<file path="config.mk">
export PLATFORM = sky130hd
export DESIGN_NAME = branch_top
export DESIGN_NICKNAME = d
export VERILOG_FILES = /design/src/source/branch_pkg.sv /design/src/source/fu_branch.sv /design/src/source/btb.sv /design/src/source/branch_top.sv
export VERILOG_INCLUDE_DIRS = /design/src /design/src/source
export SDC_FILE = /design/constraint.sdc
export NUM_CORES = 2
export LEC_CHECK = 0
export ABC_CLOCK_PERIOD_IN_PS = 7700
export BUFFER_PORTS_ARGS = -buffer_cell sky130_fd_sc_hd__buf_2
export CAP_MARGIN = 20
export CORE_MARGIN = 2
export CORE_UTILIZATION = 64
export CTS_CLUSTER_DIAMETER = 30
export CTS_CLUSTER_SIZE = 24
export DETAILED_ROUTE_END_ITERATION = 12
export PLACE_DENSITY = 0.79
export SLEW_MARGIN = 20
export SYNTH_ARGS = -nofsm -noshare
export SYNTH_HDL_FRONTEND = slang
export SYNTH_SLANG_ARGS = --single-unit
</file>
<file path="constraint.sdc">
create_clock -name CLK -period 7.7 [get_ports CLK]
set_input_delay 0.385 -clock CLK [delete_from_list [all_inputs] [get_ports CLK]]
set_output_delay 0.385 -clock CLK [all_outputs]
set_load 0.1 [all_outputs]
</file>
<file path="src/source/branch_defs.svh">
// branch subsystem sizing macros
`ifndef BRANCH_DEFS_SVH
`define BRANCH_DEFS_SVH

// datapath and pc width
`define BR_WORD 32

// btb depth, must stay a power of two
`define BTB_ENTRIES 16

// index bits taken from the pc just above the byte offset
`define BTB_IDX ($clog2(`BTB_ENTRIES))

// tag covers every pc bit above the index
// two low bits are the word offset and never stored
`define BTB_TAG (`BR_WORD - `BTB_IDX - 2)

`endif

</file>
<file path="src/source/branch_pkg.sv">
// branch unit shared types
`include "branch_defs.svh"

package branch_pkg;

  // condition codes follow the rv32i funct3 field
  // code 010 is unused by the isa, so it marks no branch
  typedef enum logic [2:0] {
    BT_BEQ  = 3'b000,
    BT_BNE  = 3'b001,
    BT_NONE = 3'b010,
    BT_BLT  = 3'b100,
    BT_BGE  = 3'b101,
    BT_BLTU = 3'b110,
    BT_BGEU = 3'b111
  } branch_type_t;

  // control transfer class of the issued instruction
  typedef enum logic [1:0] {
    JK_BRANCH = 2'd0,
    JK_JAL    = 2'd1,
    JK_JALR   = 2'd2,
    JK_RSVD   = 2'd3
  } jump_kind_t;

  // operands as they leave issue, imm already sign extended
  typedef struct packed {
    jump_kind_t          jump_kind;
    branch_type_t        branch_type;
    logic [`BR_WORD-1:0] current_pc;
    logic [`BR_WORD-1:0] reg_a;
    logic [`BR_WORD-1:0] reg_b;
    logic [`BR_WORD-1:0] imm;
    // direction fetch assumed for this instruction
    logic                predicted_outcome;
  } branch_issue_t;

  // resolution seen by the rest of the pipeline
  typedef struct packed {
    logic                branch_outcome;
    logic                miss;
    logic                resolved;
    logic                br_jump;
    logic [`BR_WORD-1:0] correct_pc;
    logic [`BR_WORD-1:0] branch_target;
    // link value for jal and jalr
    logic [`BR_WORD-1:0] jump_wdat;
  } branch_result_t;

  // training request towards the btb
  typedef struct packed {
    logic [`BR_WORD-1:0] update_pc;
    logic [`BR_WORD-1:0] target;
    logic                taken;
  } btb_update_t;

endpackage

</file>
<file path="src/source/fu_branch.sv">
// branch and jump resolution unit
`timescale 1ns/100ps
`include "branch_defs.svh"

module fu_branch (
  input  logic                       CLK,
  input  logic                       nRST,
  input  logic                       enable,
  input  branch_pkg::branch_issue_t  issue,
  output branch_pkg::branch_result_t result,
  output logic                       update_btb,
  output branch_pkg::btb_update_t    update
);
  import branch_pkg::*;

  // compare stage flags
  logic                cmp_eq;
  logic                cmp_lt;
  logic                cmp_ltu;
  logic                outcome;

  // address adders
  logic [`BR_WORD-1:0] pc_plus4;
  logic [`BR_WORD-1:0] pc_plus_imm;
  logic [`BR_WORD-1:0] reg_plus_imm;

  // one update per branch pc
  logic                is_branch;
  logic                first_update;
  logic                btb_updated;
  logic [`BR_WORD-1:0] last_branch_pc;

  // value the result register loads when not clearing
  branch_result_t      nxt_result;
  logic                nxt_update_btb;

  assign pc_plus4     = issue.current_pc + `BR_WORD'(4);
  assign pc_plus_imm  = issue.current_pc + issue.imm;
  // jalr target, the low bit is left to the fetch side
  assign reg_plus_imm = issue.reg_a + issue.imm;

  // one equality and two magnitude compares serve all six conditions
  always_comb begin : compare
    cmp_eq  = issue.reg_a == issue.reg_b;
    cmp_lt  = $signed(issue.reg_a) < $signed(issue.reg_b);
    cmp_ltu = issue.reg_a < issue.reg_b;
  end

  // direction picked by condition code
  always_comb begin : outcome_sel
    case (issue.branch_type)
      BT_BEQ:  outcome = cmp_eq;
      BT_BNE:  outcome = !cmp_eq;
      BT_BLT:  outcome = cmp_lt;
      BT_BGE:  outcome = !cmp_lt;
      BT_BLTU: outcome = cmp_ltu;
      BT_BGEU: outcome = !cmp_ltu;
      default: outcome = 1'b0;
    endcase
  end

  assign is_branch = issue.jump_kind == JK_BRANCH;

  // repeat of the same pc while armed gets no second update
  assign first_update = !btb_updated || (issue.current_pc != last_branch_pc);

  always_comb begin : resolve
    nxt_result            = '0;
    // idle cycles still point at the fall-through pc
    nxt_result.correct_pc = pc_plus4;
    nxt_update_btb        = 1'b0;
    if (enable) begin
      case (issue.jump_kind)
        JK_BRANCH: begin
          nxt_result.branch_outcome = outcome;
          nxt_result.branch_target  = pc_plus_imm;
          nxt_result.correct_pc     = outcome ? pc_plus_imm : pc_plus4;
          nxt_result.miss           = outcome != issue.predicted_outcome;
          // a correct guess is resolved right away
          nxt_result.resolved       = outcome == issue.predicted_outcome;
          nxt_update_btb            = first_update;
        end
        JK_JAL: begin
          nxt_result.br_jump    = 1'b1;
          nxt_result.jump_wdat  = pc_plus4;
          nxt_result.correct_pc = pc_plus_imm;
          nxt_result.resolved   = 1'b1;
        end
        JK_JALR: begin
          nxt_result.br_jump    = 1'b1;
          nxt_result.jump_wdat  = pc_plus4;
          nxt_result.correct_pc = reg_plus_imm;
          nxt_result.resolved   = 1'b1;
        end
        default: begin
          // reserved kind, flagged as a jump but never resolved
          nxt_result.br_jump = 1'b1;
        end
      endcase
    end
  end

  // result register, self clearing after any miss or resolve
  // an issue landing on the clearing edge is flushed with it
  always_ff @(posedge CLK, negedge nRST) begin : result_reg
    if (!nRST) begin
      result     <= '0;
      update_btb <= 1'b0;
    end else if (result.miss || result.resolved) begin
      result     <= '0;
      update_btb <= 1'b0;
    end else begin
      result     <= nxt_result;
      update_btb <= nxt_update_btb;
    end
  end

  // training payload, only sampled by the btb under update_btb
  always_ff @(posedge CLK) begin : update_reg
    update.update_pc <= issue.current_pc;
    update.target    <= pc_plus_imm;
    update.taken     <= outcome;
  end

  // update guard
  // any enabled branch arms it, anything else rearms
  always_ff @(posedge CLK, negedge nRST) begin : guard_reg
    if (!nRST) begin
      btb_updated    <= 1'b0;
      last_branch_pc <= '0;
    end else if (enable && is_branch) begin
      btb_updated    <= 1'b1;
      last_branch_pc <= issue.current_pc;
    end else begin
      btb_updated    <= 1'b0;
    end
  end

endmodule

</file>
<file path="src/source/btb.sv">
// direct-mapped branch target buffer
`timescale 1ns/100ps
`include "branch_defs.svh"

module btb (
  input  logic                    CLK,
  input  logic                    nRST,
  input  logic                    update_btb,
  input  branch_pkg::btb_update_t update,
  input  logic [`BR_WORD-1:0]     lookup_pc,
  output logic                    pred_taken,
  output logic [`BR_WORD-1:0]     pred_target
);

  // per entry state
  logic [`BTB_ENTRIES-1:0] valid;
  logic [1:0]              cnt     [`BTB_ENTRIES];
  logic [`BTB_TAG-1:0]     tags    [`BTB_ENTRIES];
  logic [`BR_WORD-1:0]     targets [`BTB_ENTRIES];

  // lookup side
  logic [`BTB_IDX-1:0]     rd_idx;
  logic [`BTB_TAG-1:0]     rd_tag;
  logic                    rd_hit;

  // update side
  logic [`BTB_IDX-1:0]     wr_idx;
  logic [`BTB_TAG-1:0]     wr_tag;
  logic                    wr_hit;
  logic [1:0]              wr_cnt;
  logic [1:0]              nxt_cnt;

  // pc split, word offset dropped
  assign rd_idx = lookup_pc[`BTB_IDX+1:2];
  assign rd_tag = lookup_pc[`BR_WORD-1:`BTB_IDX+2];
  assign wr_idx = update.update_pc[`BTB_IDX+1:2];
  assign wr_tag = update.update_pc[`BR_WORD-1:`BTB_IDX+2];

  // fetch lookup, purely combinational
  assign rd_hit     = valid[rd_idx] && (tags[rd_idx] == rd_tag);
  assign pred_taken = rd_hit && cnt[rd_idx][1];

  // stored target on any hit, whatever the counter says
  // a miss falls through to the next word
  assign pred_target = rd_hit ? targets[rd_idx] : lookup_pc + `BR_WORD'(4);

  // does the branch being trained own its slot
  assign wr_hit = valid[wr_idx] && (tags[wr_idx] == wr_tag);
  assign wr_cnt = cnt[wr_idx];

  // 2-bit saturating counter step
  always_comb begin : cnt_next
    if (!wr_hit) begin
      // fresh install starts weak in the observed direction
      nxt_cnt = update.taken ? 2'b10 : 2'b01;
    end else if (update.taken) begin
      nxt_cnt = (wr_cnt == 2'b11) ? 2'b11 : wr_cnt + 2'd1;
    end else begin
      nxt_cnt = (wr_cnt == 2'b00) ? 2'b00 : wr_cnt - 2'd1;
    end
  end

  // valid bits and counters
  // counters come out of reset weakly not taken
  always_ff @(posedge CLK, negedge nRST) begin : ctrl_reg
    if (!nRST) begin
      valid <= '0;
      for (int i = 0; i < `BTB_ENTRIES; i++) begin
        cnt[i] <= 2'b01;
      end
    end else if (update_btb) begin
      valid[wr_idx] <= 1'b1;
      cnt[wr_idx]   <= nxt_cnt;
    end
  end

  // tag and target storage
  // target only written on taken, so a not-taken install keeps the old one
  always_ff @(posedge CLK) begin : mem_write
    if (update_btb) begin
      tags[wr_idx] <= wr_tag;
      if (update.taken) begin
        targets[wr_idx] <= update.target;
      end
    end
  end

endmodule

</file>
<file path="src/source/branch_top.sv">
// branch resolution and prediction top level
`timescale 1ns/100ps
`include "branch_defs.svh"

module branch_top (
  input  logic                       CLK,
  input  logic                       nRST,
  input  logic                       enable,
  input  branch_pkg::branch_issue_t  issue,
  input  logic [`BR_WORD-1:0]        lookup_pc,
  output branch_pkg::branch_result_t result,
  output logic                       pred_taken,
  output logic [`BR_WORD-1:0]        pred_target
);
  import branch_pkg::*;

  // training path from the resolver into the predictor
  logic        update_btb;
  btb_update_t update;

  // resolves one cycle after issue
  fu_branch u_fu_branch (
    .CLK        (CLK),
    .nRST       (nRST),
    .enable     (enable),
    .issue      (issue),
    .result     (result),
    .update_btb (update_btb),
    .update     (update)
  );

  // written one edge after the request
  // fetch sees the new entry two edges after issue
  btb u_btb (
    .CLK         (CLK),
    .nRST        (nRST),
    .update_btb  (update_btb),
    .update      (update),
    .lookup_pc   (lookup_pc),
    .pred_taken  (pred_taken),
    .pred_target (pred_target)
  );

endmodule

</file>
After elaboration in Yosys (flattened, before gate mapping) --
Memories as Yosys holds them, arrays and structs flattened. A register that Yosys moved wholly into a read port is not among the register bits. Index checks and enable logic that the tools add are counted.
Cells by class: add/sub/neg operators 6, equality and inequality tests 14, divide/modulo/power cells 0, shift-type cells 0, $lt $le $gt $ge 8, reductions and logical operators 16, bitwise gates (word level) 3, multiplexer cells 40, multiply operators 0
Operator list (count):
- two-way mux 100 bit | 2
- two-way mux 32 bit | 4
- case mux 32 bit (3 select lines) | 1
- adder 32 x 3 -> 32 bit, second input constant | 2
- adder 32 bit | 2
- less-than comparator 32 bit | 2
- == test 26 bit | 2
- bitwise mux 32 bit | 1
- == test 32 bit | 1
- inequality test 32 bit | 1
- two-way mux 2 bit | 11
- binary-select mux 2 bit (select 4 bit) | 2
- bitwise OR 16 bit | 1
- two-way mux 1 bit | 13
- == test 3 bit, second input constant | 4
- greater-or-equal comparator 5 bit, second input constant | 2
- less-than comparator 4 x 5 -> 1 bit, second input constant | 2
- NOT 4 -> 5 bit | 2
- binary-select mux 1 bit (select 4 bit) | 2
- demux 2 bit (select 4 bit) | 1
- logical AND 1 bit | 6
- case mux 1 bit (6 select lines) | 1
- less-than comparator 5 x 1 -> 1 bit, second input constant | 1
- demux 1 bit (select 4 bit) | 1
- other kinds (14) | 20
Storage, ports and cells: logic and storage cells 119, memories kept 2, output and inout bits 133, bits in latches 0, ROM bits 0, memory bits (writable) 928, register bits after elaboration 247
Memory list:
- u_btb.targets | depth 16, width 32, read ports 1, clocked after memory_dff 0, write ports 1, RTL line btb.sv:19 | logic [`BR_WORD-1:0] targets [`BTB_ENTRIES];
- u_btb.tags | depth 16, width 26, read ports 2, clocked after memory_dff 1, write ports 1, RTL line btb.sv:18 | logic [`BTB_TAG-1:0] tags [`BTB_ENTRIES];

Logic depth before layout (Yosys ltp) --
depth in word-level cells 9, mapped depth 17, gate-level depth less buffers 12

Modules after synthesis --
A second synthesis with hierarchy kept.
Second synthesis, totals: cell total of the unflattened synthesis 3269, area total of the unflattened synthesis 54347.1 um^2
By module, submodules not included:
- btb | area each 43078.8 um^2, cells an instance 2110, times used 1, sequential area each 29087.9 um^2
- fu_branch | area each 11268.3 um^2, cells an instance 1159, times used 1, sequential area each 4654.5 um^2

Least setup slack after synthesis --
Ideal clock, no wire load.
path kind input to output, start input lookup_pc[2], end output pred_target[31], cell stages on the path 13, path slack 2.345 ns, data required time 7.315 ns, path buffers 5, arrival 4.970 ns, cell sequence buf_6 > buf_4 > buf_4 > buf_2 > buf_2 > nand2_1 > nor3_1 > nand3_1 > or3_1 > or3_1 > nor3_1 > xnor2_1 > o21ai_0
Between the ends: cells in the longest elaborated chain, start to end 4, elaborated cells between the ends (all ways) 8, those cells by class 1 x add/sub; 1 x eq/ne; 3 x mux; 1 x reduce/logical; 2 x memory
RTL lines:
- from (decl) | RTL line branch_top.sv:10 | input logic [`BR_WORD-1:0] lookup_pc,
- memory (16 x 26 bit) / binary-select mux 1 bit (select 4 bit) (equally long branches)
- == test 26 bit / two-way mux 1 bit (equally long branches) | RTL line btb.sv:40 | assign rd_hit = valid[rd_idx] && (tags[rd_idx] == rd_tag);
- logical AND 1 bit | RTL line btb.sv:40
- two-way mux 32 bit (*) | RTL line btb.sv:45 | assign pred_target = rd_hit ? targets[rd_idx] : lookup_pc + `BR_WORD'(4);
- to (decl) | RTL line branch_top.sv:13 | output logic [`BR_WORD-1:0] pred_target
Every way passes the cells marked *; elsewhere a longest branch is shown, timed or not. The select of a mux whose other input is x is not followed.

Final worst setup path --
start input lookup_pc[4], end output pred_target[5]
The elaborated chain is that of the path after synthesis.

==> qor.yml <==
run_status:
  outcome: "finished clean"
layout:
  drive_above_1_share_pct: 29.5
  fin_nets: 4099
  area_growth_pct: 17.7
  fillers: 4645
  largest_register_ffs: 512
yosys:
  syn_area_per_cell_um2: 15.9
  syn_area_um2: 54300
  yosysWarningCount: 0
  async_flop_share_pct: 15.5
  syn_nets: 3676
  yosys_register_bits: 1173
  synth_largest_type_area_fraction_pct: 51.3
  synthFlopType: "edfxtp_1"
  synth_edf_count: 928
  synth_cells: 3405
  synthTopCellsByArea: "edfxtp_1 (51%), mux4_2 (15%), dfrtp_1 (7.7%), dfxtp_1 (2.3%), ha_1 (2.3%)"
  synth_cell_types: 83
  ys_seq_area_share_pct: 62.1
  synth.largest_area_cell: "edfxtp_1"
pwr:
  p_sw_uw: 5020
  power_uw: 18300
  power_frac_comb_pct: 11.5
  vdd_drop_max_v: 0.000244
  powerDensity_nw_per_um2: 286
  seqPwrFrac_pct: 40.9
  p_leak_uw: 0.0236
  p_int_uw: 13300
  switching_share_pct: 27.4
  p_clk_share_pct: 47.6
sta:
  min_period_ns: 6.00
  hold_violations: 0
  setup-violations-final: 0
  final_max_slew_viol_count: 0
  timing.final.crit_share_pct: 77.9
  worstMarginPinSlew_ns: 1.33
  max_slew_margin_pct: 10.6
  timing.fmax_mhz: 167
  tns_ns: 0
  rsz0062_at_grt: "false"
  finClkSkew_ns: 0.0403
die:
  rows: 106
  die_area_um2: 87200
  start_util_pct: 64.8
  coreArea_um2: 83800
  die_h_um: 295
  io_pins: 302
  fp.dieW_um: 295
critical_path:
  critical_path.top_delay_family: "buffers and inverters"
  rr_worst_depth: 11
  cp_slowest_cell: "clkinv_1"
  worstPathArrival_ns: 5.62
  rrSetupSlack_ns: 2.43
  crit-reg2reg-capture: "u_btb.cnt[24]$_DFFE_PN1P_"
  cp-start-kind: "input port"
  critical_path_class: "input port to primary output"
  path_cells: "buf_2 > buf_4 > clkinv_1 > buf_4 > mux4_2 > xnor2_1 > nand2_1 > a2111oi_1 > nand3_1 > nor4_1 > and2_2 > buf_4 > mux2i_1 > mux2i_1 > buf_2"
  critPathMostFrequentCell: "buf_4"
  critPathCaptureType: "primary output"
  slowest_delay_ns: 0.77
  cp.required_ns: 7.32
  r2r-start: "u_fu_branch.update[36]$_DFF_P_"
  crit_fanout: 57
  worst-path-buf-inv: 6
grt:
  grt_max_degree: 102
  grt_pass1_vias: 37700
  antenna_found_initial: 7
  grt_pass1_wl_mm: 256
  grt-ovfl-total: 0
  grt_usage_pct: 41.6
hold_path:
  worstHoldStart: "issue[1]"
  min_path_cells: 2
  hp-class: "input port to register"
  min_to: "u_fu_branch.update[1]$_DFF_P_"
clock_tree:
  cts_resized: 0
  clockBufferDepth: 3
  cts_max_level: 4
  post_cts_buffers: 0
  cts_tree: "done"
  clock_latency_ns: 0.78
  ctsRootBufferMaster: "clkbuf_16"
  path_clk_slew_ns: 0.05
  cts.sinks: 1173
  numCtsBuffers: 187
place:
  gp_congestion: 1.02
  dp_hpwl_mm: 108
  port_buffers: 301
drt:
  wire_per_inst_um: 34.8
  drtIter0Drc: 5818
  drc: 0
  wirelength_mm: 179
  ant_nets: 0
  drtPass1Iterations: 6
  vias: 37000
  vias_per_cell: 7.21
flow_run:
  cap_violations: 0
[metal layers]
layer,GRT usage (%),part of all wire (%),wire (µm),vias to the layer above
li1,-,-,-,14500
met1,52.7,33,58900,18400
met2,64.8,47,83900,3436
met3,10.6,13,22900,732
met4,26.5,7.3,13100,4
met5,0,0.016,28,-
[worst register-to-register path: cells and delay by family, from the launching register on]
family,cells,cell delay [ns]
XOR/XNOR,1,0.50
AND/OR/NAND/NOR,1,0.41
buffers and inverters,1,0.70
AO/OA/AOI/OAI,5,1.70
multiplexers,3,1.16
flip-flops,1,0.74
[Yosys cell counts, types with 22 or more instances]
cell,number
edfxtp_1,928
mux4_2,357
nand2_1,209
dfrtp_1,166
nor2_1,133
inv_1,114
xnor2_1,112
o21ai_0,105
a21oi_1,102
ha_1,100
clkbuf_1,93
mux2i_1,91
xor2_1,82
dfxtp_1,63
a221oi_1,62
mux2_2,62
nand3_1,50
nand4_1,36
o22ai_1,36
a21o_1,35
buf_2,35
and2_1,31
nand2b_1,26
nor3_1,26
a22oi_1,23
nor2b_1,22
[per-stage QoR]
| step | setup slack (ns) | instances | area [µm²] | utilization (%) | hold slack, ns |
|---|---|---|---|---|---|
| global placement | 1.94 | 4739 | 56900 | 67.9 | 0.466 |
| finish | 1.70 | 5135 | 63900 | 76.2 | 0.0564 |
| floorplan | 2.35 | 3405 | 54300 | - | 0.0894 |
| global route | 1.56 | 5127 | 63900 | 76.2 | 0.0302 |
| CTS | 1.89 | 5127 | 63900 | 76.2 | 0.0183 |
| detailed placement | 1.92 | 4739 | 56900 | 67.9 | 0.470 |
[cells by family after synthesis]
logic type | Yosys count | share of synthesized area [%]
AOI/OAI and AO/OA | 513 | 6.34
xor gates and xnor gates | 194 | 3.13
adders and majority gates | 102 | 2.38
buffers and inverters | 290 | 2.44
DFF | 1173 | 62.1
muxes | 525 | 18.3
and+or+nand+nor | 608 | 5.33
[worst max-delay path by stage]
stage	start	endpoint	depth (start not counted)
floorplan	lookup_pc[2]	pred_target[31]	13
global placement	lookup_pc[4]	pred_target[5]	15
detailed placement	lookup_pc[4]	pred_target[5]	14
CTS	lookup_pc[4]	pred_target[5]	15
global route	lookup_pc[4]	pred_target[5]	14
finish	lookup_pc[4]	pred_target[5]	15
[what timing repair did]
action | in CTS | in global routing
hold buffers | 34 | 0
endpoints found under the hold margin | 132 | 0
endpoints found under the setup margin | 0 | 0
[cells in the final DEF (no fill, tap or decap), types with 36 or more instances in the layout]
cell type / netlist / layout
o21ai_0: 105 / 105
buf_2: 35 / 298
edfxtp_1: 928 / 928
inv_1: 114 / 113
mux2_2: 62 / 62
a221oi_1: 62 / 62
xor2_1: 82 / 80
ha_1: 100 / 100
nand4_1: 36 / 36
buf_4: 18 / 72
o22ai_1: 36 / 36
dfrtp_1: 166 / 166
a21oi_1: 102 / 101
mux4_2: 357 / 357
nand2_1: 209 / 209
xnor2_1: 112 / 112
nand3_1: 50 / 49
mux2i_1: 91 / 91
dfxtp_1: 63 / 60
clkbuf_16: 0 / 193
nor2_1: 133 / 133
[power by group through the flow]
stage | registers, µW | clock network [µW] | logic [µW]
finish | 7490 | 8700 | 2110
global route | 7500 | 8990 | 2180
CTS | 7470 | 8730 | 2060
detailed placement | 7570 | 0 | 2010
global placement | 7540 | 0 | 1990
floorplan | 7800 | 0 | 1070
[layout make-up]
cell class,instances,area [µm²],area share (%)
tap,1134,1420,2.22
multi-input combinational,1942,19300,30.2
sequential,1173,33700,52.8
clock buffer,217,4990,7.81
inverter,116,438,0.685
clock inverter,137,1590,2.49
antenna,8,20.0,0.0313
timing repair buffer,408,2430,3.80
Power figures use the tool's default switching activity.
